<file path="src/source/autotest_pkg.sv">
// data path widths and controller states of the self-test sequencer
// byte order of multi-byte fields follows the SD record, byte i at bits 8i upward
`default_nettype none

package autotest_pkg;

    localparam int BLOCK_BYTES = 8;
    localparam int KEY_BYTES   = 10;

    typedef logic [7:0]                 byte_t;
    typedef logic [BLOCK_BYTES*8-1:0]   data_block_t;
    typedef logic [KEY_BYTES*8-1:0]     cipher_key_t;
    typedef logic [31:0]                sd_addr_t;
    typedef logic [31:0]                cycles_t;
    typedef logic [8:0]                 rec_offset_t;

    // one block per pass: spi reset, read, check, run, write, advance
    typedef enum logic [3:0] {
        ST_IDLE,
        ST_SPI_RST,
        ST_SPI_RST_WAIT,
        ST_RD_BYTE,
        ST_RD_WAIT,
        ST_RD_LOAD,
        ST_CHECK,
        ST_START,
        ST_RUN,
        ST_CAPTURE,
        ST_WR_PREP,
        ST_WR_BYTE,
        ST_WR_WAIT,
        ST_WR_FLUSH,
        ST_NEXT,
        ST_DONE
    } ctrl_state_t;

endpackage

`default_nettype wire

</file>
<file path="src/source/sd_record_pkg.sv">
// layout of the 512-byte test record held in each SD block
// offset 4 is reserved, every byte not listed here is written back as 0x00
`default_nettype none

package sd_record_pkg;

    // sent MSB first at offsets 0 to 3
    localparam logic [31:0] RECORD_SIGNATURE = 32'hAABB_CCDD;

    localparam autotest_pkg::sd_addr_t START_BLOCK = 32'h0010_0000;

    localparam autotest_pkg::rec_offset_t RECORD_LAST = 9'd511;

    // input block, bytes 5 to 12
    localparam autotest_pkg::rec_offset_t OFS_BLOCK_IN = 9'd5;

    // key, bytes 13 to 22
    localparam autotest_pkg::rec_offset_t OFS_KEY = 9'd13;

    // bit 0 set selects decrypt
    localparam autotest_pkg::rec_offset_t OFS_MODE = 9'd23;

    // output block, bytes 24 to 31
    localparam autotest_pkg::rec_offset_t OFS_BLOCK_OUT = 9'd24;

    // run cycle count, bytes 32 to 35, LSB first
    localparam autotest_pkg::rec_offset_t OFS_CYCLES = 9'd32;

endpackage

`default_nettype wire

</file>
<file path="src/source/autotest_ctrl.sv">
// sequencer FSM for the SD based cipher self-test
// SPI commands are levels held until busy rises, completion is busy falling
// there is no run timeout, a UUT that never ends stalls the sequencer
// a block with a bad signature stops the sequencer for good with done_o high
`timescale 1ns/100ps
`default_nettype none

module autotest_ctrl (
    input  wire logic                        clk,
    input  wire logic                        rst,
    input  wire logic                        spi_busy_i,
    input  wire logic                        sig_match_i,
    input  wire logic                        run_done_i,
    output logic                             spi_rst_o,
    output logic                             spi_r_block_o,
    output logic                             spi_r_byte_o,
    output logic                             spi_w_block_o,
    output logic                             spi_w_byte_o,
    output autotest_pkg::sd_addr_t           spi_block_addr_o,
    output autotest_pkg::rec_offset_t        offset_o,
    output logic                             load_o,
    output logic                             start_o,
    output logic                             capture_o,
    output logic                             rst_uut_o,
    output logic                             done_o
);

    autotest_pkg::ctrl_state_t   state_q;
    autotest_pkg::ctrl_state_t   state_d;
    autotest_pkg::rec_offset_t   offset_q;
    autotest_pkg::sd_addr_t      addr_q;
    logic                        offset_clr;
    logic                        offset_inc;
    logic                        addr_inc;
    logic                        last_byte;

    assign last_byte = (offset_q == sd_record_pkg::RECORD_LAST);

    always_comb begin
        state_d       = state_q;
        offset_clr    = 1'b0;
        offset_inc    = 1'b0;
        addr_inc      = 1'b0;
        spi_rst_o     = 1'b0;
        spi_r_block_o = 1'b0;
        spi_r_byte_o  = 1'b0;
        spi_w_block_o = 1'b0;
        spi_w_byte_o  = 1'b0;
        load_o        = 1'b0;
        start_o       = 1'b0;
        capture_o     = 1'b0;
        rst_uut_o     = 1'b1;
        done_o        = 1'b0;

        case (state_q)
            autotest_pkg::ST_IDLE: begin
                offset_clr = 1'b1;
                state_d    = autotest_pkg::ST_SPI_RST;
            end
            autotest_pkg::ST_SPI_RST: begin
                spi_rst_o = 1'b1;
                if (spi_busy_i) begin
                    state_d = autotest_pkg::ST_SPI_RST_WAIT;
                end
            end
            autotest_pkg::ST_SPI_RST_WAIT: begin
                if (!spi_busy_i) begin
                    state_d = autotest_pkg::ST_RD_BYTE;
                end
            end
            autotest_pkg::ST_RD_BYTE: begin
                spi_r_block_o = 1'b1;
                spi_r_byte_o  = 1'b1;
                if (spi_busy_i) begin
                    state_d = autotest_pkg::ST_RD_WAIT;
                end
            end
            autotest_pkg::ST_RD_WAIT: begin
                spi_r_block_o = 1'b1;
                if (!spi_busy_i) begin
                    state_d = autotest_pkg::ST_RD_LOAD;
                end
            end
            autotest_pkg::ST_RD_LOAD: begin
                // data_out is valid here, one cycle after busy fell
                spi_r_block_o = 1'b1;
                load_o        = 1'b1;
                if (last_byte) begin
                    state_d = autotest_pkg::ST_CHECK;
                end else begin
                    offset_inc = 1'b1;
                    state_d    = autotest_pkg::ST_RD_BYTE;
                end
            end
            autotest_pkg::ST_CHECK: begin
                if (sig_match_i) begin
                    state_d = autotest_pkg::ST_START;
                end else begin
                    state_d = autotest_pkg::ST_DONE;
                end
            end
            autotest_pkg::ST_START: begin
                start_o   = 1'b1;
                rst_uut_o = 1'b0;
                state_d   = autotest_pkg::ST_RUN;
            end
            autotest_pkg::ST_RUN: begin
                rst_uut_o = 1'b0;
                if (run_done_i) begin
                    state_d = autotest_pkg::ST_CAPTURE;
                end
            end
            autotest_pkg::ST_CAPTURE: begin
                // UUT still out of reset so its output is stable
                rst_uut_o  = 1'b0;
                capture_o  = 1'b1;
                offset_clr = 1'b1;
                state_d    = autotest_pkg::ST_WR_PREP;
            end
            autotest_pkg::ST_WR_PREP: begin
                // tx byte is registered after the offset step
                spi_w_block_o = 1'b1;
                state_d       = autotest_pkg::ST_WR_BYTE;
            end
            autotest_pkg::ST_WR_BYTE: begin
                spi_w_block_o = 1'b1;
                spi_w_byte_o  = 1'b1;
                if (spi_busy_i) begin
                    state_d = autotest_pkg::ST_WR_WAIT;
                end
            end
            autotest_pkg::ST_WR_WAIT: begin
                spi_w_block_o = 1'b1;
                if (!spi_busy_i) begin
                    if (last_byte) begin
                        state_d = autotest_pkg::ST_WR_FLUSH;
                    end else begin
                        offset_inc = 1'b1;
                        state_d    = autotest_pkg::ST_WR_PREP;
                    end
                end
            end
            autotest_pkg::ST_WR_FLUSH: begin
                spi_w_block_o = 1'b1;
                if (!spi_busy_i) begin
                    state_d = autotest_pkg::ST_NEXT;
                end
            end
            autotest_pkg::ST_NEXT: begin
                addr_inc = 1'b1;
                state_d  = autotest_pkg::ST_IDLE;
            end
            autotest_pkg::ST_DONE: begin
                done_o = 1'b1;
            end
            default: begin
                state_d = autotest_pkg::ST_IDLE;
            end
        endcase
    end

    always_ff @(posedge clk) begin
        if (rst) begin
            state_q  <= autotest_pkg::ST_IDLE;
            offset_q <= '0;
            addr_q   <= sd_record_pkg::START_BLOCK;
        end else begin
            state_q <= state_d;
            if (offset_clr) begin
                offset_q <= '0;
            end else if (offset_inc) begin
                offset_q <= offset_q + autotest_pkg::rec_offset_t'(1);
            end
            if (addr_inc) begin
                addr_q <= addr_q + autotest_pkg::sd_addr_t'(1);
            end
        end
    end

    assign offset_o         = offset_q;
    assign spi_block_addr_o = addr_q;

endmodule

`default_nettype wire

</file>
<file path="src/source/autotest_top.sv">
// self-test sequencer for a block cipher UUT driven from an SD card
// the SPI host and the UUT sit outside, only busy throttles the sequence
// one block is in flight at a time
`timescale 1ns/100ps
`default_nettype none

module autotest_top (
    input  wire logic                         clk,
    input  wire logic                         rst,
    input  wire logic                         spi_busy_i,
    input  wire autotest_pkg::byte_t          spi_data_out_i,
    output logic                              spi_rst_o,
    output logic                              spi_r_block_o,
    output logic                              spi_r_byte_o,
    output logic                              spi_w_block_o,
    output logic                              spi_w_byte_o,
    output autotest_pkg::byte_t               spi_data_in_o,
    output autotest_pkg::sd_addr_t            spi_block_addr_o,
    output logic                              rst_uut_o,
    output autotest_pkg::data_block_t         block_i_uut_o,
    output autotest_pkg::cipher_key_t         key_uut_o,
    output logic                              encdec_uut_o,
    input  wire autotest_pkg::data_block_t    block_o_uut_i,
    input  wire logic                         end_enc_uut_i,
    input  wire logic                         end_dec_uut_i,
    output logic                              done_o
);

    autotest_pkg::rec_offset_t   offset;
    autotest_pkg::cycles_t       cycles;
    logic                        load;
    logic                        capture;
    logic                        start;
    logic                        run_done;
    logic                        sig_match;

    autotest_ctrl autotest_ctrl_inst (
        .clk              (clk),
        .rst              (rst),
        .spi_busy_i       (spi_busy_i),
        .sig_match_i      (sig_match),
        .run_done_i       (run_done),
        .spi_rst_o        (spi_rst_o),
        .spi_r_block_o    (spi_r_block_o),
        .spi_r_byte_o     (spi_r_byte_o),
        .spi_w_block_o    (spi_w_block_o),
        .spi_w_byte_o     (spi_w_byte_o),
        .spi_block_addr_o (spi_block_addr_o),
        .offset_o         (offset),
        .load_o           (load),
        .start_o          (start),
        .capture_o        (capture),
        .rst_uut_o        (rst_uut_o),
        .done_o           (done_o)
    );

    test_record test_record_inst (
        .clk           (clk),
        .rst           (rst),
        .load_i        (load),
        .capture_i     (capture),
        .offset_i      (offset),
        .rx_byte_i     (spi_data_out_i),
        .block_o_uut_i (block_o_uut_i),
        .cycles_i      (cycles),
        .block_i_uut_o (block_i_uut_o),
        .key_uut_o     (key_uut_o),
        .encdec_uut_o  (encdec_uut_o),
        .sig_match_o   (sig_match),
        .tx_byte_o     (spi_data_in_o)
    );

    uut_run_monitor uut_run_monitor_inst (
        .clk        (clk),
        .rst        (rst),
        .start_i    (start),
        .encdec_i   (encdec_uut_o),
        .end_enc_i  (end_enc_uut_i),
        .end_dec_i  (end_dec_uut_i),
        .run_done_o (run_done),
        .cycles_o   (cycles)
    );

endmodule

`default_nettype wire

</file>
<file path="src/source/test_record.sv">
// test vector and result registers for one SD record
// loaded bytes land by record offset, the write-back byte lags the offset by one cycle
// reserved and unused offsets read back as 0x00
`timescale 1ns/100ps
`default_nettype none

module test_record (
    input  wire logic                         clk,
    input  wire logic                         rst,
    input  wire logic                         load_i,
    input  wire logic                         capture_i,
    input  wire autotest_pkg::rec_offset_t    offset_i,
    input  wire autotest_pkg::byte_t          rx_byte_i,
    input  wire autotest_pkg::data_block_t    block_o_uut_i,
    input  wire autotest_pkg::cycles_t        cycles_i,
    output autotest_pkg::data_block_t         block_i_uut_o,
    output autotest_pkg::cipher_key_t         key_uut_o,
    output logic                              encdec_uut_o,
    output logic                              sig_match_o,
    output autotest_pkg::byte_t               tx_byte_o
);

    logic [31:0]                 sig_q;
    autotest_pkg::byte_t         mode_q;
    autotest_pkg::data_block_t   block_in_q;
    autotest_pkg::cipher_key_t   key_q;
    autotest_pkg::data_block_t   block_out_q;
    autotest_pkg::cycles_t       cycles_q;
    autotest_pkg::byte_t         tx_d;

    // offsets relative to each field, wrap high below the field
    autotest_pkg::rec_offset_t   rel_blk;
    autotest_pkg::rec_offset_t   rel_key;
    autotest_pkg::rec_offset_t   rel_out;
    autotest_pkg::rec_offset_t   rel_cyc;
    logic                        in_sig;
    logic                        in_blk;
    logic                        in_key;
    logic                        in_out;
    logic                        in_cyc;

    assign rel_blk = offset_i - sd_record_pkg::OFS_BLOCK_IN;
    assign rel_key = offset_i - sd_record_pkg::OFS_KEY;
    assign rel_out = offset_i - sd_record_pkg::OFS_BLOCK_OUT;
    assign rel_cyc = offset_i - sd_record_pkg::OFS_CYCLES;

    assign in_sig = (offset_i < autotest_pkg::rec_offset_t'(4));
    assign in_blk = (rel_blk < autotest_pkg::rec_offset_t'(autotest_pkg::BLOCK_BYTES));
    assign in_key = (rel_key < autotest_pkg::rec_offset_t'(autotest_pkg::KEY_BYTES));
    assign in_out = (rel_out < autotest_pkg::rec_offset_t'(autotest_pkg::BLOCK_BYTES));
    assign in_cyc = (rel_cyc < autotest_pkg::rec_offset_t'(4));

    always_ff @(posedge clk) begin
        if (rst) begin
            sig_q  <= '0;
            mode_q <= '0;
        end else if (load_i) begin
            if (in_sig) begin
                // MSB arrives first
                sig_q <= {sig_q[23:0], rx_byte_i};
            end
            if (offset_i == sd_record_pkg::OFS_MODE) begin
                mode_q <= rx_byte_i;
            end
        end
    end

    always_ff @(posedge clk) begin
        if (load_i && in_blk) begin
            block_in_q[{rel_blk[2:0], 3'b000} +: 8] <= rx_byte_i;
        end
        if (load_i && in_key) begin
            key_q[{rel_key[3:0], 3'b000} +: 8] <= rx_byte_i;
        end
        if (capture_i) begin
            block_out_q <= block_o_uut_i;
            cycles_q    <= cycles_i;
        end
    end

    always_comb begin
        tx_d = '0;
        if (in_sig) begin
            tx_d = sig_q[{~offset_i[1:0], 3'b000} +: 8];
        end else if (in_blk) begin
            tx_d = block_in_q[{rel_blk[2:0], 3'b000} +: 8];
        end else if (in_key) begin
            tx_d = key_q[{rel_key[3:0], 3'b000} +: 8];
        end else if (offset_i == sd_record_pkg::OFS_MODE) begin
            tx_d = mode_q;
        end else if (in_out) begin
            tx_d = block_out_q[{rel_out[2:0], 3'b000} +: 8];
        end else if (in_cyc) begin
            tx_d = cycles_q[{rel_cyc[1:0], 3'b000} +: 8];
        end
    end

    always_ff @(posedge clk) begin
        tx_byte_o <= tx_d;
    end

    assign sig_match_o   = (sig_q == sd_record_pkg::RECORD_SIGNATURE);
    assign block_i_uut_o = block_in_q;
    assign key_uut_o     = key_q;
    assign encdec_uut_o  = mode_q[0];

endmodule

`default_nettype wire

</file>
<file path="src/source/uut_run_monitor.sv">
// run cycle counter for the UUT, on the system clock
// the end flag of the other mode is ignored, there is no timeout
`timescale 1ns/100ps
`default_nettype none

module uut_run_monitor (
    input  wire logic                clk,
    input  wire logic                rst,
    input  wire logic                start_i,
    input  wire logic                encdec_i,
    input  wire logic                end_enc_i,
    input  wire logic                end_dec_i,
    output logic                     run_done_o,
    output autotest_pkg::cycles_t    cycles_o
);

    logic running_q;
    logic end_sel;

    // decrypt when encdec is set
    assign end_sel = encdec_i ? end_dec_i : end_enc_i;

    always_ff @(posedge clk) begin
        if (rst) begin
            running_q  <= 1'b0;
            run_done_o <= 1'b0;
            cycles_o   <= '0;
        end else begin
            run_done_o <= 1'b0;
            if (start_i) begin
                running_q <= 1'b1;
                cycles_o  <= '0;
            end else if (running_q) begin
                // the edge that sees the flag still counts
                cycles_o <= cycles_o + autotest_pkg::cycles_t'(1);
                if (end_sel) begin
                    running_q  <= 1'b0;
                    run_done_o <= 1'b1;
                end
            end
        end
    end

endmodule

`default_nettype wire

</file>
<file path="config.mk">
export PLATFORM = sky130hd
export DESIGN_NAME = autotest_top
export DESIGN_NICKNAME = d
export VERILOG_FILES = /design/src/source/autotest_pkg.sv /design/src/source/sd_record_pkg.sv /design/src/source/autotest_ctrl.sv /design/src/source/autotest_top.sv /design/src/source/test_record.sv /design/src/source/uut_run_monitor.sv
export SDC_FILE = /design/constraint.sdc
export NUM_CORES = 1
export LEC_CHECK = 0
export ABC_AREA = 1
export BUFFER_PORTS_ARGS = -buffer_cell sky130_fd_sc_hd__buf_2
export CAP_MARGIN = 30
export CORE_MARGIN = 1.5
export CORE_UTILIZATION = 52
export DETAILED_ROUTE_END_ITERATION = 8
export PLACE_DENSITY_LB_ADDON = 0.3
export REMOVE_ABC_BUFFERS = 1
export SLEW_MARGIN = 40
export SYNTH_ARGS = -nofsm -noshare
export SYNTH_HDL_FRONTEND = slang
export SYNTH_SLANG_ARGS = --single-unit
</file>
<file path="constraint.sdc">
create_clock -name clk -period 4.3 [get_ports clk]
set_clock_uncertainty 0.1 [all_clocks]
set_input_delay 0.215 -clock clk [delete_from_list [all_inputs] [get_ports clk]]
set_output_delay 0.215 -clock clk [all_outputs]
set_load 0.01 [all_outputs]
</file>
== After elaboration in Yosys (flattened, before gate mapping) ==
Index checks and enable logic that the tools add are counted.

* Register bits after elaboration: 367
* Bits of input ports: 77
* Logic and storage cells: 118

* Add/subtract/negate cells: 9
* Magnitude comparators: 5
* Equality and inequality tests: 26
* Shifts and indexed selects: 9
* Mux-type cells: 40
* Bitwise logic cells: 2
* Reduce and logical (&&, ||, !) cells: 14

{| class="wikitable"
|+ Operators with widths
! operator !! number
|-
| variable part select 64 x 7 -> 8 bit || 2
|-
| bitwise mux 80 bit || 1
|-
| variable shift 8 x 9 -> 80 bit (first input constant) || 1
|-
| variable part select 8 x 9 -> 80 bit || 1
|-
| variable part select 80 x 8 -> 8 bit || 1
|-
| adder 32 x 1 -> 32 bit (second input constant) || 2
|-
| bitwise mux 64 bit || 1
|-
| variable shift 8 x 8 -> 64 bit (first input constant) || 1
|-
| variable part select 32 x 6 -> 8 bit || 2
|-
| variable part select 8 x 8 -> 64 bit || 1
|-
| one-hot mux 4 bit (15 select lines) || 1
|-
| two-way mux 8 bit || 6
|-
| two-way mux 4 bit || 9
|-
| == test 32 bit (second input constant) || 1
|-
| == test 4 bit (second input constant) || 8
|-
| < comparator 9 x 4 -> 1 bit (second input constant) || 3
|-
| two-way mux 1 bit || 19
|-
| < comparator 9 x 3 -> 1 bit (second input constant) || 2
|-
| == test 4 x 3 -> 1 bit (second input constant) || 4
|-
| nonzero test 15 bit || 1
|-
| != test 2 bit (second input constant) || 7
|-
| adder 9 x 1 -> 9 bit (second input constant) || 1
|-
| == test 9 x 5 -> 1 bit (second input constant) || 1
|-
| == test 9 bit (second input constant) || 1
|-
| 20 further kinds || 28
|}

== Depth between registers and ports, before layout ==
Gate-level depths: netlist (run 1).

* Depth after elaboration: 8
* Mapped depth: 17
* Depth with buffers taken out: 14

== Hierarchy ==
Synthesis (run 1) repeated with hierarchy kept, for this count alone.

* Cell total of the unflattened synthesis: 2233
* Area, all modules: 18107.4 sq um

{| class="wikitable"
|+ Modules (own cells, without submodules)
! module !! instances !! cells each !! area each (sq um) !! sequential area each (sq um)
|-
| test_record || 1 || 1550 || 13754.4 || 8167.8
|-
| autotest_ctrl || 1 || 419 || 2583.7 || 900.9
|-
| uut_run_monitor || 1 || 264 || 1769.2 || 680.7
|}

== Least setup slack after synthesis (run 1) ==
OpenSTA, ideal clock, no wires.

* Path type: reg-to-reg
* From: reg autotest_ctrl_inst.offset_q[0] (netlist: autotest_ctrl_inst.offset_o[0])
* To: reg test_record_inst.block_in_q[40] (netlist: test_record_inst.block_i_uut_o[40]) (enable)
* Arrival: 3643 ps
* Data required time: 3817 ps
* Slack: 174 ps
* Stages on the path, launching flop included: 16
* Cell sequence: dfxtp_1 -> inv_1 -> buf_2 -> buf_2 -> buf_2 -> buf_2 -> ha_1 -> xor2_1 -> buf_4 -> buf_2 -> ha_1 -> clkbuf_1 -> inv_1 -> clkbuf_1 -> nand2_1 -> nor3_1

* Cells in the longest elaborated chain, start to end: 3

{| class="wikitable"
|+ RTL lines
! what !! line !! RTL
|-
| from (decl) || autotest_ctrl.sv:30 || <nowiki>autotest_pkg::rec_offset_t offset_q;</nowiki>
|-
| from (signal assigned) || autotest_ctrl.sv:172 || <nowiki>offset_q <= offset_q + autotest_pkg::rec_offset_t'(1);</nowiki>
|-
| subtractor 9 x 3 -> 9 bit || test_record.sv:42 || <nowiki>assign rel_blk = offset_i - sd_record_pkg::OFS_BLOCK_IN;</nowiki>
|-
| named net test_record_inst.rel_blk[0] || test_record.sv:32 || <nowiki>autotest_pkg::rec_offset_t rel_blk;</nowiki>
|-
| < comparator 9 x 4 -> 1 bit || test_record.sv:48 || <nowiki>assign in_blk = (rel_blk < autotest_pkg::rec_offset_t'(autotest_pkg::BLOCK_BYTES));</nowiki>
|-
| logical AND 1 bit || test_record.sv:69 || <nowiki>if (load_i && in_blk) begin</nowiki>
|-
| to (signal, indexed assignment) || test_record.sv:70 || <nowiki>block_in_q[{rel_blk[2:0], 3'b000} +: 8] <= rx_byte_i;</nowiki>
|-
| to (decl) || test_record.sv:25 || <nowiki>autotest_pkg::data_block_t block_in_q;</nowiki>
|}

The timed path passes the listed nets, and every way through them passes these cells.
A chain may end at the register's enable or synchronous reset.

== Worst setup path in the final report (run 1) ==
* From: reg autotest_ctrl_inst.offset_q[0] (netlist: autotest_ctrl_inst.offset_o[0])
* To: reg test_record_inst.key_q[40] (netlist: test_record_inst.key_uut_o[40]) (enable)

* Cells in the longest elaborated chain, start to end: 3

{| class="wikitable"
|+ RTL lines
! what !! line !! RTL
|-
| subtractor 9 x 4 -> 9 bit || test_record.sv:43 || <nowiki>assign rel_key = offset_i - sd_record_pkg::OFS_KEY;</nowiki>
|-
| < comparator 9 x 4 -> 1 bit || test_record.sv:49 || <nowiki>assign in_key = (rel_key < autotest_pkg::rec_offset_t'(autotest_pkg::KEY_BYTES));</nowiki>
|-
| logical AND 1 bit || test_record.sv:72 || <nowiki>if (load_i && in_key) begin</nowiki>
|-
| to (signal, indexed assignment) || test_record.sv:73 || <nowiki>key_q[{rel_key[3:0], 3'b000} +: 8] <= rx_byte_i;</nowiki>
|-
| to (decl) || test_record.sv:26 || <nowiki>autotest_pkg::cipher_key_t key_q;</nowiki>
|}

No other way between the ends.

==> results of run 1 <==
state kept, by name, indices dropped and copies added (netlist names):
register                             count
test_record_inst.cycles_q               32
autotest_ctrl_inst.spi_block_addr_o     32
test_record_inst.mode_q                  8
test_record_inst.key_uut_o              80
uut_run_monitor_inst.running_q           1
uut_run_monitor_inst.cycles_o           32
uut_run_monitor_inst.run_done_o          1
test_record_inst.sig_q                  32
autotest_ctrl_inst.offset_o              9
autotest_ctrl_inst.state_q               4
test_record_inst.tx_byte_o               8
test_record_inst.block_out_q            64
test_record_inst.block_i_uut_o          64
routing by layer:
layer  vias up  wire, µm  global-route usage, %
met3       180      5392                  4.815
met5         -         0                      0
met4         0      2854                  15.76
met2      1031     26010                  51.54
li1       7662         -                      -
met1      7564     20750                  38.84
cell usage after synthesis (19+ instances only):
| cell | n | area, µm² |
|---|---|---|
| o21ai_0 | 147 | 735.7 |
| clkbuf_1 | 46 | 172.7 |
| nor2_1 | 461 | 1730 |
| dfxtp_1 | 127 | 2542 |
| o22ai_1 | 21 | 131.4 |
| buf_2 | 32 | 160.2 |
| nand3_1 | 156 | 780.8 |
| nand2_1 | 468 | 1757 |
| nor3_1 | 57 | 285.3 |
| nand4_1 | 19 | 118.9 |
| a21oi_1 | 81 | 405.4 |
| edfxtp_1 | 240 | 7207 |
| inv_1 | 146 | 548.0 |
worst max-delay path, stage by stage, from the launching register on:
cell	delay, ps
dfxtp_4	360
buf_12	530
o21ai_2	180
nand2_1	150
nand2_2	240
nand3_1	170
inv_1	100
nor2_4	220
nand2_2	280
nor2_1	560
final timing paths:
kind / start / endpoint / slack (ps) / depth (start not counted)
max reg2reg: autotest_ctrl_inst.offset_o[0] / test_record_inst.key_uut_o[40] / 1020 / 9
min reg2reg: test_record_inst.mode_q[4] / test_record_inst.mode_q[4] / 360 / 2
min: spi_busy_i / autotest_ctrl_inst.state_q[3] / 70 / 5
max: autotest_ctrl_inst.offset_o[0] / test_record_inst.key_uut_o[40] / 1020 / 9
through the flow:
| step | worst slack, ps | instance area [µm²] |
|---|---|---|
| 4_1_cts | 1049 | 21480 |
| 5_1_grt | 746.1 | 21490 |
| 3_5_place_dp | 1080 | 19250 |
| 2_1_floorplan | -5566 | 17130 |
| 6_report | 1019 | 21490 |
| 3_3_place_gp | 1219 | 19250 |
power breakdown:
part / leakage, nW / internal, mW / switching [mW] / total, mW
Combinational: 4.85 / 0.162 / 0.310 / 0.473
Sequential: 3.41 / 3.76 / 0.0319 / 3.80
Clock: 0.724 / 2.47 / 1.44 / 3.91
cell families after synthesis:
family / count (synthesis) / share of synthesized area, %
DFF: 367 / 55.60
buffers and inverters: 244 / 5.623
muxes: 1 / 0.05709
and+or+nand+nor: 1217 / 29.18
xor gates and xnor gates: 16 / 0.7992
AOI/OAI and AO/OA: 264 / 7.956
adders and majority gates: 11 / 0.7849
area by class of cell:
type	count	area share [%]
flip-flops and latches	367	45.39
well taps	448	2.609
inverters	156	2.737
diodes	2	0.02329
repair buffers	367	10.65
clock buffers	47	4.874
multi-input cells	1509	31.68
clock inverters	25	2.038
==> flow_metrics.py, run 1 <==
metrics = {
    "outcome": {
        "status": "finished, final reports clean",
    },
    "route": {
        "wl_per_cell_um": 18.83,
        "drt_wl_total_um": 55000,
        "first_pass_iters": 7,
        "ant_nets": 0,
        "first_iter_violations": 1955,
        "drc_errors": 0,
        "via_per_inst": 5.627,
        "vias": 16440,
    },
    "yosys": {
        "async_reset_ff_share_pct": 0,
        "synth-edff-count": 240,
        "yosysSeqAreaShare_pct": 55.60,
        "synth_area_um2": 17530,
        "ys_seq_elements": 367,
        "synthDistinctLibCells": 46,
        "syn-mean-instance-area_um2": 8.271,
        "ys.flop_type": "edfxtp_1",
        "syn_inst": 2120,
        "yosys_warnings": 0,
    },
    "timing": {
        "rsz0062_at_grt": "false",
        "tightest_slew_ps": 763.8,
        "fmax_mhz": 304.8,
        "setup_viol": 0,
        "relSlewSlack_pct": 49.08,
        "slew_violations": 0,
        "finalHoldViolCount": 0,
        "post-route-min-period_ps": 3281,
        "fin_hold_ws_ps": 69.54,
        "fin_tns_setup_ps": 0,
        "finalCritPeriodShare_pct": 76.29,
    },
    "layout": {
        "syn_to_final_growth_pct": 22.54,
        "final_cell_mix": "nand2_1, nor2_1, buf_2",
        "regArea_um2": 9753,
        "multi_input_area_um2": 6807,
        "drive_gt1_share_pct": 16.71,
        "utilization_pct": 64.40,
        "final_common_cell": "nand2_1",
        "finalNonFillerCells": 2921,
        "final_nets": 2528,
        "nFillCells": 2819,
    },
    "grt": {
        "grt_pass1_wl_um": 84390,
        "grt_max_degree": 167,
        "grt_pass1_vias": 15520,
        "grt_antenna_before_repair": 2,
        "grt_use_total_pct": 30.79,
        "gr-total-overflow": 0,
    },
    "placement": {
        "gp_congestion": 1.010,
        "place_inst": 2773,
        "io_buffers": 268,
        "place_hpwl_um": 37400,
    },
    "clocking": {
        "cts-root-buf": "clkbuf_16",
        "cts.sinks": 367,
        "clk_latency_ps": 540,
        "cts_hold_buf": 74,
        "path_clk_slew_ps": 60,
        "htreeDepth": 2,
        "cts_setup_buffers": 0,
        "clk_path_buf_depth": 3,
        "post_cts_resized": 0,
        "cts_tree": "yes",
        "cts_buffers": 39,
    },
    "critical_path": {
        "crit_fanout": 166,
        "critPathRequiredTime_ps": 4360,
        "cp-end-kind": "flip-flop",
        "crit_type": "flip-flop to flip-flop",
        "cp-start-kind": "flip-flop",
        "cp_data_arrival_time_ps": 3340,
    },
    "min_path": {
        "hold_path.class": "primary input to flip-flop",
    },
    "power": {
        "power_mw": 8.175,
        "p_leak_nw": 8.985,
        "powerDensity_nw_per_um2": 380.5,
        "peakVddDrop_mv": 0.2706,
    },
    "run": {
        "cap_violations": 0,
    },
    "die": {
        "core_um2": 33360,
        "rows": 67,
        "die_x_um": 186.6,
        "io_pins": 269,
        "die_area_um2": 34830,
        "die_y_um": 186.6,
        "initial_utilization_pct": 52.55,
    },
}
(Power assumes the default switching activity.)
==> run 2: changes to the inputs <==
==> constraint.sdc (replaced) <==
create_clock -name clk -period 2.9 [get_ports clk]
set_clock_uncertainty 0.1 [all_clocks]
set_input_delay 0.145 -clock clk [delete_from_list [all_inputs] [get_ports clk]]
set_output_delay 0.145 -clock clk [all_outputs]
set_load 0.01 [all_outputs]
==> flow_metrics.py, run 2 (synthesis gave the netlist of run 1 again) <==
metrics = {
    "outcome": {
        "status": "finished, final reports clean",
    },
    "grt": {
        "grt_use_total_pct": 31.20,
        "grt_pass1_vias": 15840,
        "grt_pass1_wl_um": 85840,
        "gr-total-overflow": 0,
        "grt_max_degree": 102,
        "grt_antenna_before_repair": 1,
    },
    "die": {
        "rows": 67,
        "core_um2": 33360,
        "io_pins": 269,
        "initial_utilization_pct": 52.55,
        "die_area_um2": 34830,
        "die_y_um": 186.6,
        "die_x_um": 186.6,
    },
    "power": {
        "p_leak_nw": 9.154,
        "peakVddDrop_mv": 0.4905,
        "powerDensity_nw_per_um2": 519.3,
    },
    "route": {
        "via_per_inst": 5.574,
        "ant_nets": 0,
        "drt_wl_total_um": 55650,
        "drc_errors": 0,
        "wl_per_cell_um": 18.72,
        "first_pass_iters": 6,
        "first_iter_violations": 1750,
        "vias": 16570,
    },
    "layout": {
        "final_nets": 2584,
        "final_cell_mix": "nand2_1, nor2_1, buf_2",
        "syn_to_final_growth_pct": 23.75,
        "drive_gt1_share_pct": 17.83,
        "largest_reg_flops": 80,
        "final_common_cell": "nand2_1",
    },
    "critical_path": {
        "crit_buf_inv": 4,
        "critPathMaxStageDelay_ps": 570,
        "cp_cell_sequence": "buf_6 > ha_1 > inv_1 > nor3_1 > nand2_1 > clkinvlp_4 > nand2_2 > nand2_1 > a21oi_1 > dlygate4sd3_1",
        "critPathMostFrequentCell": "nand2_1",
        "crit_type": "flip-flop to flip-flop",
        "path_delay_family": "buffers and inverters",
        "r2r_setup_slack_ps": 180,
        "cp-start-kind": "flip-flop",
        "crit_path_top_delay_cell": "dlygate4sd3_1",
        "cp-end-kind": "flip-flop",
        "crit_fanout": 33,
        "cp_data_arrival_time_ps": 3030,
        "critPathRequiredTime_ps": 3210,
    },
    "timing": {
        "setup_viol": 0,
        "fmax_mhz": 367.6,
        "tightest_slew_ps": 758.6,
        "finalCritPeriodShare_pct": 93.81,
        "finalHoldViolCount": 0,
        "post-route-min-period_ps": 2720,
        "rsz0062_at_grt": "false",
        "slew_violations": 0,
        "timing.final.ws_setup_ps": 179.6,
        "fin_hold_ws_ps": 222.0,
        "relSlewSlack_pct": 49.43,
        "fin_tns_setup_ps": 0,
    },
    "clocking": {
        "clk_latency_ps": 530,
        "cts.sinks": 367,
        "cts_buffers": 38,
        "path_clk_slew_ps": 60,
        "cts-root-buf": "clkbuf_16",
        "clk_path_buf_depth": 3,
        "htreeDepth": 2,
        "cts_tree": "yes",
    },
    "min_path": {
        "hold_path.class": "primary input to flip-flop",
    },
    "placement": {
        "place_hpwl_um": 38570,
        "io_buffers": 268,
        "gp_congestion": 0.9644,
        "dp_slack_ps": 278.3,
    },
    "run": {
        "cap_violations": 0,
    },
}
## run 2: routing by layer
metal  up-vias  global-route usage, %  routed length (µm)
met1      7658                  38.58               20910
li1       7779                      -                   -
met5         -                      0                   0
met3       183                  4.702                5047
met4         0                  15.23                2829
met2       952                  53.56               26860
## run 2: worst paths after layout
path	depth (start not counted)	to	start
worst max register to register	10	test_record_inst.mode_q[6]	autotest_ctrl_inst.offset_o[1]
worst min register to register	0	test_record_inst.cycles_q[30]	uut_run_monitor_inst.cycles_o[30]
worst min-delay path	2	test_record_inst.block_out_q[6]	block_o_uut_i[6]
worst max-delay path	10	test_record_inst.mode_q[6]	autotest_ctrl_inst.offset_o[1]
## run 2: cell type report
class | count | area, µm²
Multi-Input combinational cell | 1509 | 6809
Inverter | 156 | 591.8
Clock inverter | 17 | 157.7
Clock buffer | 51 | 1072
Tap cell | 448 | 560.5
Timing Repair Buffer | 424 | 2751
Fill cell | 2780 | 11670
Antenna cell | 1 | 2.502
Sequential cell | 367 | 9753
## run 2: power breakdown
group | internal, mW | switching (mW) | leakage (nW)
Sequential | 5.58 | 0.0468 | 3.41
Clock | 2.86 | 2.05 | 0.602
Combinational | 0.261 | 0.468 | 5.14
Total | 8.71 | 2.56 | 9.15
## run 2: worst reg2reg max path: cells and delay by family (launching register included)
| family | cells | cell delay [ps] |
|---|---|---|
| adders and majority gates | 1 | 280 |
| AOI/OAI and AO/OA | 1 | 70 |
| DFF | 1 | 340 |
| and+or+nand+nor | 4 | 620 |
| buffers and inverters | 4 | 1190 |
## run 2: repair_timing
action	in CTS	in global routing
gates resized for setup	0	4
setup buffers	0	0
endpoints found under the setup margin	0	9
endpoints found under the hold margin	78	0
hold buffers	86	0
## run 2: stage by stage
step | utilization [%] | instances | power, mW | instance area, µm²
after floorplan | - | 2032 | 6.072 | 17130
after global placement | 58.71 | 2818 | 6.344 | 19590
after detailed placement | 58.72 | 2818 | 6.356 | 19590
after CTS | 64.99 | 2972 | 11.25 | 21680
after global routing | 65.03 | 2973 | 11.55 | 21700
final | 65.03 | 2973 | 11.27 | 21700
